===== config.mk =====
export PLATFORM = sky130hd
export DESIGN_NAME = access_split_top
export DESIGN_NICKNAME = d
export VERILOG_FILES = /design/src/tlb_pkg.sv /design/src/access_split_pkg.sv /design/src/tlb_entry_file.sv /design/src/page_lookup.sv /design/src/byte_lane_aligner.sv /design/src/access_combine.sv /design/src/access_split_top.sv
export SDC_FILE = /design/constraint.sdc
export NUM_CORES = 1
export LEC_CHECK = 0
export ABC_AREA = 1
export BUFFER_PORTS_ARGS = -buffer_cell sky130_fd_sc_hd__buf_4
export CAP_MARGIN = 20
export CORE_UTILIZATION = 37
export CTS_BUF_LIST = sky130_fd_sc_hd__clkbuf_4
export DETAILED_ROUTE_END_ITERATION = 10
export PLACE_DENSITY = 0.6
export SETUP_SLACK_MARGIN = 0.05
export SYNTH_ARGS = -nofsm -noshare
export SYNTH_HDL_FRONTEND = slang
export SYNTH_SLANG_ARGS = --single-unit

===== constraint.sdc =====
create_clock -name clk -period 3.4 [get_ports clk]
set_clock_uncertainty 0.15 [all_clocks]
set_input_delay 0.34 -clock clk [delete_from_list [all_inputs] [get_ports clk]]
set_output_delay 0.34 -clock clk [all_outputs]
set_load 0.02 [all_outputs]

===== src/tlb_pkg.sv =====
package tlb_pkg;

    // Virtual page number carried by every entry
    localparam int vpn_w = 20;

    // Bit positions of the per-entry flags
    localparam int flag_writable = 0;
    localparam int flag_present = 1;
    localparam int flag_pcd = 2;
    localparam int flag_w = 3;

    // Entry index width of at least one bit
    function automatic int tlb_idx_w(input int entries);
        int w;
        w = 1;
        if (entries > 1) begin
            w = $clog2(entries);
        end
        return w;
    endfunction

endpackage


===== src/access_split_pkg.sv =====
package access_split_pkg;

    // Address, line and page geometry
    localparam int addr_w = 32;
    localparam int line_bytes = 16;
    localparam int line_off_w = 4;
    localparam int line_num_w = addr_w - line_off_w;
    localparam int page_off_w = 12;

    // Widest access accepted, in bytes
    localparam int max_access_bytes = 8;

    // Access size codes
    localparam logic [1:0] size_1 = 2'd0;
    localparam logic [1:0] size_2 = 2'd1;
    localparam logic [1:0] size_4 = 2'd2;
    localparam logic [1:0] size_8 = 2'd3;

    // One virtual address seen as page number/offset or as line number/offset
    typedef union packed {
        struct packed {
            logic [tlb_pkg::vpn_w-1:0] vpn;
            logic [page_off_w-1:0] offset;
        } page;
        struct packed {
            logic [line_num_w-1:0] num;
            logic [line_off_w-1:0] offset;
        } line;
    } vaddr_u;

    // Byte count of a size code
    function automatic logic [line_off_w-1:0] size_bytes(input logic [1:0] size);
        logic [line_off_w-1:0] n;
        n = '0;
        case (size)
            size_1: n = 4'd1;
            size_2: n = 4'd2;
            size_4: n = 4'd4;
            size_8: n = 4'd8;
        endcase
        return n;
    endfunction

endpackage


===== src/tlb_entry_file.sv =====
`timescale 1ns/1ps

module tlb_entry_file
    import tlb_pkg::*;
#(
    parameter int tlb_entries = 8,
    parameter int pfn_w = 3
) (
    input  logic                            clk,
    input  logic                            reset,
    input  logic                            tlb_write,
    input  logic [tlb_idx_w(tlb_entries)-1:0] tlb_index,
    input  logic [vpn_w-1:0]                tlb_vpn,
    input  logic [pfn_w-1:0]                tlb_pfn,
    input  logic                            tlb_valid,
    input  logic                            tlb_present,
    input  logic                            tlb_writable,
    input  logic                            tlb_pcd,
    output logic [tlb_entries*vpn_w-1:0]    entry_vpn,
    output logic [tlb_entries*pfn_w-1:0]    entry_pfn,
    output logic [tlb_entries-1:0]          entry_valid,
    output logic [tlb_entries-1:0]          entry_present,
    output logic [tlb_entries-1:0]          entry_writable,
    output logic [tlb_entries-1:0]          entry_pcd
);

    logic [vpn_w-1:0] vpn_q [tlb_entries];
    logic [pfn_w-1:0] pfn_q [tlb_entries];
    logic [flag_w-1:0] flags_q [tlb_entries];
    logic [tlb_entries-1:0] valid_q;
    logic [flag_w-1:0] flags_in;

    assign flags_in[flag_writable] = tlb_writable;
    assign flags_in[flag_present] = tlb_present;
    assign flags_in[flag_pcd] = tlb_pcd;

    // Only the valid bits need clearing
    always_ff @(posedge clk) begin
        if (reset) begin
            valid_q <= '0;
        end else if (tlb_write) begin
            valid_q[tlb_index] <= tlb_valid;
        end
    end

    always_ff @(posedge clk) begin
        if (tlb_write) begin
            vpn_q[tlb_index] <= tlb_vpn;
            pfn_q[tlb_index] <= tlb_pfn;
            flags_q[tlb_index] <= flags_in;
        end
    end

    assign entry_valid = valid_q;

    // Flatten for the parallel lookups
    for (genvar i = 0; i < tlb_entries; i++) begin : g_flat
        assign entry_vpn[i*vpn_w +: vpn_w] = vpn_q[i];
        assign entry_pfn[i*pfn_w +: pfn_w] = pfn_q[i];
        assign entry_present[i] = flags_q[i][flag_present];
        assign entry_writable[i] = flags_q[i][flag_writable];
        assign entry_pcd[i] = flags_q[i][flag_pcd];
    end

endmodule


===== src/page_lookup.sv =====
`timescale 1ns/1ps

module page_lookup
    import access_split_pkg::*;
    import tlb_pkg::*;
#(
    parameter int tlb_entries = 8,
    parameter int pfn_w = 3
) (
    input  vaddr_u                          vaddr,
    input  logic                            write,
    input  logic [tlb_entries*vpn_w-1:0]    entry_vpn,
    input  logic [tlb_entries*pfn_w-1:0]    entry_pfn,
    input  logic [tlb_entries-1:0]          entry_valid,
    input  logic [tlb_entries-1:0]          entry_present,
    input  logic [tlb_entries-1:0]          entry_writable,
    input  logic [tlb_entries-1:0]          entry_pcd,
    output logic                            hit,
    output logic [pfn_w-1:0]                pfn,
    output logic                            fault,
    output logic                            pcd
);

    logic [tlb_entries-1:0] match;
    logic sel_present;
    logic sel_writable;
    logic sel_pcd;

    for (genvar i = 0; i < tlb_entries; i++) begin : g_match
        assign match[i] = entry_valid[i] && (entry_vpn[i*vpn_w +: vpn_w] == vaddr.page.vpn);
    end

    // Walk down so the lowest matching index is taken last
    always_comb begin
        hit = 1'b0;
        pfn = '0;
        sel_present = 1'b0;
        sel_writable = 1'b0;
        sel_pcd = 1'b0;
        for (int i = tlb_entries - 1; i >= 0; i--) begin
            if (match[i]) begin
                hit = 1'b1;
                pfn = entry_pfn[i*pfn_w +: pfn_w];
                sel_present = entry_present[i];
                sel_writable = entry_writable[i];
                sel_pcd = entry_pcd[i];
            end
        end
    end

    // Not present, or a store to a read-only page
    assign fault = hit && (!sel_present || (write && !sel_writable));
    assign pcd = hit && sel_pcd;

endmodule


===== src/byte_lane_aligner.sv =====
`timescale 1ns/1ps

module byte_lane_aligner
    import access_split_pkg::*;
(
    input  vaddr_u                          vaddr,
    input  logic [1:0]                      size,
    input  logic [max_access_bytes*8-1:0]   data,
    output vaddr_u                          line1_vaddr,
    output logic                            crosses,
    output logic [line_bytes-1:0]           mask0,
    output logic [line_bytes-1:0]           mask1,
    output logic [line_bytes*8-1:0]         data0,
    output logic [line_bytes*8-1:0]         data1
);

    localparam int pos_w = line_off_w + 1;
    localparam int sel_w = $clog2(max_access_bytes);
    localparam logic [pos_w-1:0] line_end = pos_w'(line_bytes);
    localparam logic [pos_w-1:0] data_end = pos_w'(max_access_bytes);

    // One spare bit so offset plus size never wraps
    logic [pos_w-1:0] offset;
    logic [pos_w-1:0] nbytes;
    logic [pos_w-1:0] end_pos;
    logic [line_num_w-1:0] next_line;

    assign offset = {1'b0, vaddr.line.offset};
    assign nbytes = {1'b0, size_bytes(size)};
    assign end_pos = offset + nbytes;
    assign crosses = end_pos > line_end;

    // Start of the following line
    assign next_line = vaddr.line.num + 1'b1;
    assign line1_vaddr = {next_line, {line_off_w{1'b0}}};

    for (genvar lane = 0; lane < line_bytes; lane++) begin : g_lane
        localparam logic [pos_w-1:0] lane_pos = pos_w'(lane);
        logic [pos_w-1:0] idx0;
        logic [pos_w-1:0] idx1;
        logic in0;
        logic take0;
        logic take1;

        // Index of the access byte that lands on this lane
        assign idx0 = lane_pos - offset;
        assign idx1 = lane_pos + line_end - offset;
        assign in0 = lane_pos >= offset;

        assign mask0[lane] = in0 && (idx0 < nbytes);
        assign mask1[lane] = idx1 < nbytes;

        // Spill-over into the next line starts again at lane 0
        assign take0 = in0 && (idx0 < data_end);
        assign take1 = idx1 < data_end;

        assign data0[lane*8 +: 8] = take0 ? data[idx0[sel_w-1:0]*8 +: 8] : 8'h00;
        assign data1[lane*8 +: 8] = take1 ? data[idx1[sel_w-1:0]*8 +: 8] : 8'h00;
    end

endmodule


===== src/access_combine.sv =====
`timescale 1ns/1ps

module access_combine
    import access_split_pkg::*;
#(
    parameter int pfn_w = 3
) (
    input  logic                            clk,
    input  logic                            reset,
    input  logic                            access_valid,
    input  logic                            access_read,
    input  logic                            access_write,
    input  vaddr_u                          vaddr,
    input  vaddr_u                          line1_vaddr,
    input  logic                            crosses,
    input  logic                            hit0,
    input  logic [pfn_w-1:0]                pfn0,
    input  logic                            fault0,
    input  logic                            pcd0,
    input  logic                            hit1,
    input  logic [pfn_w-1:0]                pfn1,
    input  logic                            fault1,
    input  logic                            pcd1,
    input  logic [line_bytes-1:0]           mask0,
    input  logic [line_bytes-1:0]           mask1,
    input  logic [line_bytes*8-1:0]         data0,
    input  logic [line_bytes*8-1:0]         data1,
    output logic                            done,
    output logic                            line0_valid,
    output logic [pfn_w+page_off_w-1:0]     line0_addr,
    output logic [line_bytes-1:0]           line0_mask,
    output logic [line_bytes*8-1:0]         line0_data,
    output logic                            line1_valid,
    output logic [pfn_w+page_off_w-1:0]     line1_addr,
    output logic [line_bytes-1:0]           line1_mask,
    output logic [line_bytes*8-1:0]         line1_data,
    output logic                            tlb_miss,
    output logic                            protection_fault,
    output logic                            uncacheable
);

    logic req;
    logic miss;
    logic fault;
    logic pcd;
    logic line0_ok;
    logic line1_ok;

    // Line 1 only counts when the access spills into it
    assign miss = !hit0 || (crosses && !hit1);
    assign fault = !miss && (fault0 || (crosses && fault1));
    assign pcd = pcd0 || (crosses && pcd1);

    // Neither read nor write means nothing goes to the cache
    assign req = access_read || access_write;
    assign line0_ok = req && !miss && !fault;
    assign line1_ok = line0_ok && crosses;

    always_ff @(posedge clk) begin
        if (reset) begin
            done <= 1'b0;
            line0_valid <= 1'b0;
            line1_valid <= 1'b0;
            tlb_miss <= 1'b0;
            protection_fault <= 1'b0;
            uncacheable <= 1'b0;
        end else begin
            done <= access_valid;
            line0_valid <= access_valid && line0_ok;
            line1_valid <= access_valid && line1_ok;
            if (access_valid) begin
                tlb_miss <= miss;
                protection_fault <= fault;
                uncacheable <= pcd;
            end
        end
    end

    // Request payload held until the next strobe
    always_ff @(posedge clk) begin
        if (access_valid) begin
            line0_addr <= {pfn0, vaddr.page.offset};
            line1_addr <= {pfn1, line1_vaddr.page.offset};
            line0_mask <= mask0;
            line1_mask <= mask1;
            line0_data <= data0;
            line1_data <= data1;
        end
    end

endmodule


===== src/access_split_top.sv =====
`timescale 1ns/1ps

module access_split_top
    import access_split_pkg::*;
    import tlb_pkg::*;
#(
    parameter int tlb_entries = 8,
    parameter int pfn_w = 3
) (
    input  logic                            clk,
    input  logic                            reset,
    input  logic                            tlb_write,
    input  logic [tlb_idx_w(tlb_entries)-1:0] tlb_index,
    input  logic [vpn_w-1:0]                tlb_vpn,
    input  logic [pfn_w-1:0]                tlb_pfn,
    input  logic                            tlb_valid,
    input  logic                            tlb_present,
    input  logic                            tlb_writable,
    input  logic                            tlb_pcd,
    input  logic                            access_valid,
    input  logic [addr_w-1:0]               access_addr,
    input  logic [1:0]                      access_size,
    input  logic [max_access_bytes*8-1:0]   access_data,
    input  logic                            access_read,
    input  logic                            access_write,
    output logic                            done,
    output logic                            line0_valid,
    output logic [pfn_w+page_off_w-1:0]     line0_addr,
    output logic [line_bytes-1:0]           line0_mask,
    output logic [line_bytes*8-1:0]         line0_data,
    output logic                            line1_valid,
    output logic [pfn_w+page_off_w-1:0]     line1_addr,
    output logic [line_bytes-1:0]           line1_mask,
    output logic [line_bytes*8-1:0]         line1_data,
    output logic                            tlb_miss,
    output logic                            protection_fault,
    output logic                            uncacheable
);

    logic [tlb_entries*vpn_w-1:0] entry_vpn;
    logic [tlb_entries*pfn_w-1:0] entry_pfn;
    logic [tlb_entries-1:0] entry_valid;
    logic [tlb_entries-1:0] entry_present;
    logic [tlb_entries-1:0] entry_writable;
    logic [tlb_entries-1:0] entry_pcd;

    vaddr_u line0_vaddr;
    vaddr_u line1_vaddr;
    logic crosses;
    logic [line_bytes-1:0] mask0;
    logic [line_bytes-1:0] mask1;
    logic [line_bytes*8-1:0] data0;
    logic [line_bytes*8-1:0] data1;

    logic hit0;
    logic [pfn_w-1:0] pfn0;
    logic fault0;
    logic pcd0;
    logic hit1;
    logic [pfn_w-1:0] pfn1;
    logic fault1;
    logic pcd1;

    assign line0_vaddr = access_addr;

    tlb_entry_file #(
        .tlb_entries(tlb_entries),
        .pfn_w(pfn_w)
    ) tlb_entry_file_i (
        .clk(clk),
        .reset(reset),
        .tlb_write(tlb_write),
        .tlb_index(tlb_index),
        .tlb_vpn(tlb_vpn),
        .tlb_pfn(tlb_pfn),
        .tlb_valid(tlb_valid),
        .tlb_present(tlb_present),
        .tlb_writable(tlb_writable),
        .tlb_pcd(tlb_pcd),
        .entry_vpn(entry_vpn),
        .entry_pfn(entry_pfn),
        .entry_valid(entry_valid),
        .entry_present(entry_present),
        .entry_writable(entry_writable),
        .entry_pcd(entry_pcd)
    );

    // Same entry vectors feed both page lookups
    page_lookup #(
        .tlb_entries(tlb_entries),
        .pfn_w(pfn_w)
    ) page_lookup_line0 (
        .vaddr(line0_vaddr),
        .write(access_write),
        .entry_vpn(entry_vpn),
        .entry_pfn(entry_pfn),
        .entry_valid(entry_valid),
        .entry_present(entry_present),
        .entry_writable(entry_writable),
        .entry_pcd(entry_pcd),
        .hit(hit0),
        .pfn(pfn0),
        .fault(fault0),
        .pcd(pcd0)
    );

    page_lookup #(
        .tlb_entries(tlb_entries),
        .pfn_w(pfn_w)
    ) page_lookup_line1 (
        .vaddr(line1_vaddr),
        .write(access_write),
        .entry_vpn(entry_vpn),
        .entry_pfn(entry_pfn),
        .entry_valid(entry_valid),
        .entry_present(entry_present),
        .entry_writable(entry_writable),
        .entry_pcd(entry_pcd),
        .hit(hit1),
        .pfn(pfn1),
        .fault(fault1),
        .pcd(pcd1)
    );

    byte_lane_aligner byte_lane_aligner_i (
        .vaddr(line0_vaddr),
        .size(access_size),
        .data(access_data),
        .line1_vaddr(line1_vaddr),
        .crosses(crosses),
        .mask0(mask0),
        .mask1(mask1),
        .data0(data0),
        .data1(data1)
    );

    access_combine #(
        .pfn_w(pfn_w)
    ) access_combine_i (
        .clk(clk),
        .reset(reset),
        .access_valid(access_valid),
        .access_read(access_read),
        .access_write(access_write),
        .vaddr(line0_vaddr),
        .line1_vaddr(line1_vaddr),
        .crosses(crosses),
        .hit0(hit0),
        .pfn0(pfn0),
        .fault0(fault0),
        .pcd0(pcd0),
        .hit1(hit1),
        .pfn1(pfn1),
        .fault1(fault1),
        .pcd1(pcd1),
        .mask0(mask0),
        .mask1(mask1),
        .data0(data0),
        .data1(data1),
        .done(done),
        .line0_valid(line0_valid),
        .line0_addr(line0_addr),
        .line0_mask(line0_mask),
        .line0_data(line0_data),
        .line1_valid(line1_valid),
        .line1_addr(line1_addr),
        .line1_mask(line1_mask),
        .line1_data(line1_data),
        .tlb_miss(tlb_miss),
        .protection_fault(protection_fault),
        .uncacheable(uncacheable)
    );

endmodule


==> metrics.txt <==
period utilisation layout 0.9621; combinational power share 0.212; Worst Slack Setup Final between 0.1 and 0.15 ns; post-place setup slack -0.3209 ns; drt wl/cell 22.70 um; die area between 0.07 and 0.08 sq mm; Die Wd around 280 um; Max-slew headroom 0.4416; Congestion Overflow GR 0; Port Buffers 436; starting density of the core 0.3733; Finished Core Util 0.5078; Yosys reg bits between 500 and 600; Clock Tree Buf Depth 3; final hold violation count 0; post-synthesis mux area share 0.01136; maxcap violations 0; placed instance count between 4000 and 5000; Crit Path Class input pin to flip-flop; Reg-to-Reg Start tlb_entry_file_i.vpn_q[3][18]; FMAX 0.3057 GHz; slowest CP cell dlygate4sd3_1; synth warn 0; Peak VDD IR 0.2199 mV; critical path arrival 3.84 ns; Root Buffer clkbuf_4; Synth Area in Compound Gates 0.06746; Slew @ Worst Pin approximately 0.83 ns; Layout Cells excl Fill a little over 5000; Crit. End Element flip-flop; clock sinks approximately 520; H-tree depth 4; vias in the first global route between 20000 and 30000; Vias/cell 5.147; Hold Crit Class input pin to flip-flop; Static Leak 16.96 nW; routed vias 26363; Slew Limit Fails 0; clock network fraction of design power 0.343; hold endpoint access_combine_i.line0_data[19]; Seq/Total Area, Yosys 0.5457; Detailed Routing Iterations Pass 1 6; Top Ports 458; DRC errors left 0; initial antenna violation count 5; Final min period 3.271 ns; R2R setup slack 0.32 ns; Num CTS Buffers 144; Post-synth EDFFs 505; Max FO, Critical Path 52; CP most frequent cell dlygate4sd3_1; Synth Area in XOR/XNOR 0.06335; aggregate global-route resource usage 0.2957; crit-path max cell delay 0.64 ns; Sw Share 0.3034; leading cell types by count after synthesis 688 x nand2_1, 511 x nor2_1, 505 x edfxtp_1; placed inst area between 0.03 and 0.04 sq mm; syn_area_per_cell 9.277 sq um; Unique masters post-synth 62; GPL Wtd Cong around 1.0; Register-to-Register Path Depth 13; Reg clk slew, reported paths 0.06 ns; R2R Path End access_combine_i.line0_addr[12]; crit path cell chain dlygate4sd3_1 > buf_4 > clkinv_1 > buf_12 > nand2_1 > nand2_1 > dlygate4sd3_1 > o21ai_0 > dlygate4sd3_1 > inv_1 > o21ai_0 > dlygate4sd3_1 > nor2_1; Synth area leaders edfxtp_1 54%, nand2_1 9.1%, nor2_1 6.8%, inv_1 3.9%, xor2_1 3.4%; area grow syn2layout 36.02%; area share of the largest cell type after synthesis 0.5358; CTS tree yes; post-synthesis adder-cell area fraction 0.02529; core footprint 0.07582 sq mm; Die Ht 278.6 um; hpwl dp 90980 um; Layout Nets 4229; post-synthesis cell count 3051; largest family of logic cells by synthesized area simple AND/OR/NAND/NOR gates; status finished, final reports clean; critical path required time between 3 and 4 ns; global-route wire length before repair roughly 170000 um; fraction of layout cells with a size suffix above 1 0.2542; Hold Path Stages 8; power density over the cells 448.6 mW/mm^2; Psw 0.005240 W; internal power 0.01203 W; startpoint types input pin; Total Power about 0.017 W; num rows 101; count leader, synth nand2_1; final antenna-violating net count 0; leading area contributor after synthesis edfxtp_1; drt total wl 116300 um; Clock Latency Late Sink between 1 and 1.5 ns; largest net degree at the start of global routing about 130; fraction of registers with async set or reset after synthesis 0; Synth Area in Simple Gates 0.2276; Post-Syn Area approximately 0.028 sq mm; prevailing post-synth register cell edfxtp_1; startpoint of the worst hold path access_data[51]; RSZ-0062 raised after global routing no; post-route cell area 0.03850 sq mm; DR iter-0 viols 2737; final setup violation count 0; Flop pwr share 0.445
[layer usage]
metal  vias up  wire, um  global-route usage
met5         -         0                   0
met4         0      4654              0.1312
met3       236      8593             0.05062
met2      1289     54900              0.4850
met1     12601     48110              0.3830
li1      12237         -                   -
[area by class of cell]
| class | instances | area [sq um] |
|---|---|---|
| well taps | 978 | 1224 |
| multi-input cells | 2146 | 11290 |
| diodes | 5 | 12.51 |
| clock buffers | 210 | 1577 |
| clock inverters | 36 | 290.3 |
| flip-flops and latches | 519 | 15440 |
| inverters | 315 | 1186 |
| fillers | 7205 | 37320 |
| repair buffers | 913 | 7475 |
[cell families (layout without fill, tap and decap cells)]
family                     count (synthesis)  in the layout
muxes                                     32             32
other                                      1             26
buffers and inverters                    406           1474
adders and majority gates                 56             56
AOI/OAI and AO/OA                        333            333
xor gates and xnor gates                 199            199
and+or+nand+nor                         1505           1505
DFF                                      519            519
[power groups by stage]
stage          Clock [W]  Sequential, W  Combinational, W
2_1_floorplan          0        0.00821           0.00125
4_1_cts          0.00606        0.00769           0.00362
5_1_grt          0.00639        0.00772           0.00389
3_5_place_dp           0        0.00782           0.00340
6_report         0.00593        0.00769           0.00365
3_3_place_gp           0        0.00781           0.00339
[sequential cells by signal, indices dropped and copies added, names as in the netlist, 8 cells and up]
register	cells
access_combine_i.line0_mask	16
access_combine_i.line0_data	128
tlb_entry_file_i.vpn_q	160
access_combine_i.line0_addr	15
tlb_entry_file_i.entry_valid	8
tlb_entry_file_i.flags_q	24
access_combine_i.line1_addr	11
tlb_entry_file_i.pfn_q	24
access_combine_i.line1_data	112
access_combine_i.line1_mask	15
[placed cells by master, fill, tap and decap left out, types with 14 or more instances in the layout]
| cell type | netlist | layout |
|---|---|---|
| nand2_1 | 688 | 688 |
| nand4_1 | 50 | 50 |
| nor2_2 | 7 | 14 |
| nor3_1 | 30 | 30 |
| clkinv_1 | 9 | 24 |
| inv_1 | 295 | 295 |
| xor2_1 | 110 | 110 |
| nand3b_1 | 16 | 16 |
| conb_1 | 1 | 21 |
| nor2_1 | 511 | 503 |
| mux2i_1 | 31 | 31 |
| xnor2_1 | 85 | 85 |
| buf_4 | 26 | 723 |
| nand3_1 | 120 | 120 |
| o21ai_0 | 174 | 174 |
| clkbuf_4 | 0 | 210 |
| dlygate4sd3_1 | 0 | 175 |
| a21oi_1 | 49 | 49 |
| o22ai_1 | 36 | 36 |
| dfxtp_1 | 14 | 14 |
| edfxtp_1 | 505 | 505 |
| ha_1 | 54 | 54 |
| o211ai_1 | 15 | 15 |
| buf_12 | 0 | 14 |
[critical path, delay by kind of cell]
kind	cells	cell delay, ns
buffers and inverters	8	2.93
AOI/OAI and AO/OA	2	0.32
and+or+nand+nor	3	0.22
[timing repair]
action | 4_1_cts | 5_1_grt
buffers inserted | 0 | 0
endpoints found under the setup margin | 0 | 9
hold buffers | 175 | 0
endpoints found under the hold margin | 873 | 0
resized for setup | 0 | 3
[how the worst max path moves through the flow]
stage	cells after the start	to	start	slack [ns]
2_1_floorplan	13	access_combine_i.line0_mask[6]	access_addr[0]	0.09
3_3_place_gp	22	access_combine_i.line1_valid	access_addr[4]	-0.27
3_5_place_dp	22	access_combine_i.line1_valid	access_addr[4]	-0.32
4_1_cts	22	access_combine_i.line1_addr[14]	access_addr[5]	0.23
5_1_grt	23	access_combine_i.line1_valid	access_addr[5]	0.05
6_report	13	access_combine_i.line0_data[60]	access_addr[0]	0.13
[per-stage QoR]
step | setup TNS, ns | hold slack [ns]
final | 0 | 0.1035
after floorplan | 0 | 0.2591
after CTS | 0 | 0.001330
after global placement | -1.682 | 0.3833
after global routing | 0 | 0.06504
after detailed placement | -2.086 | 0.3817
(Power assumes the default switching activity.)
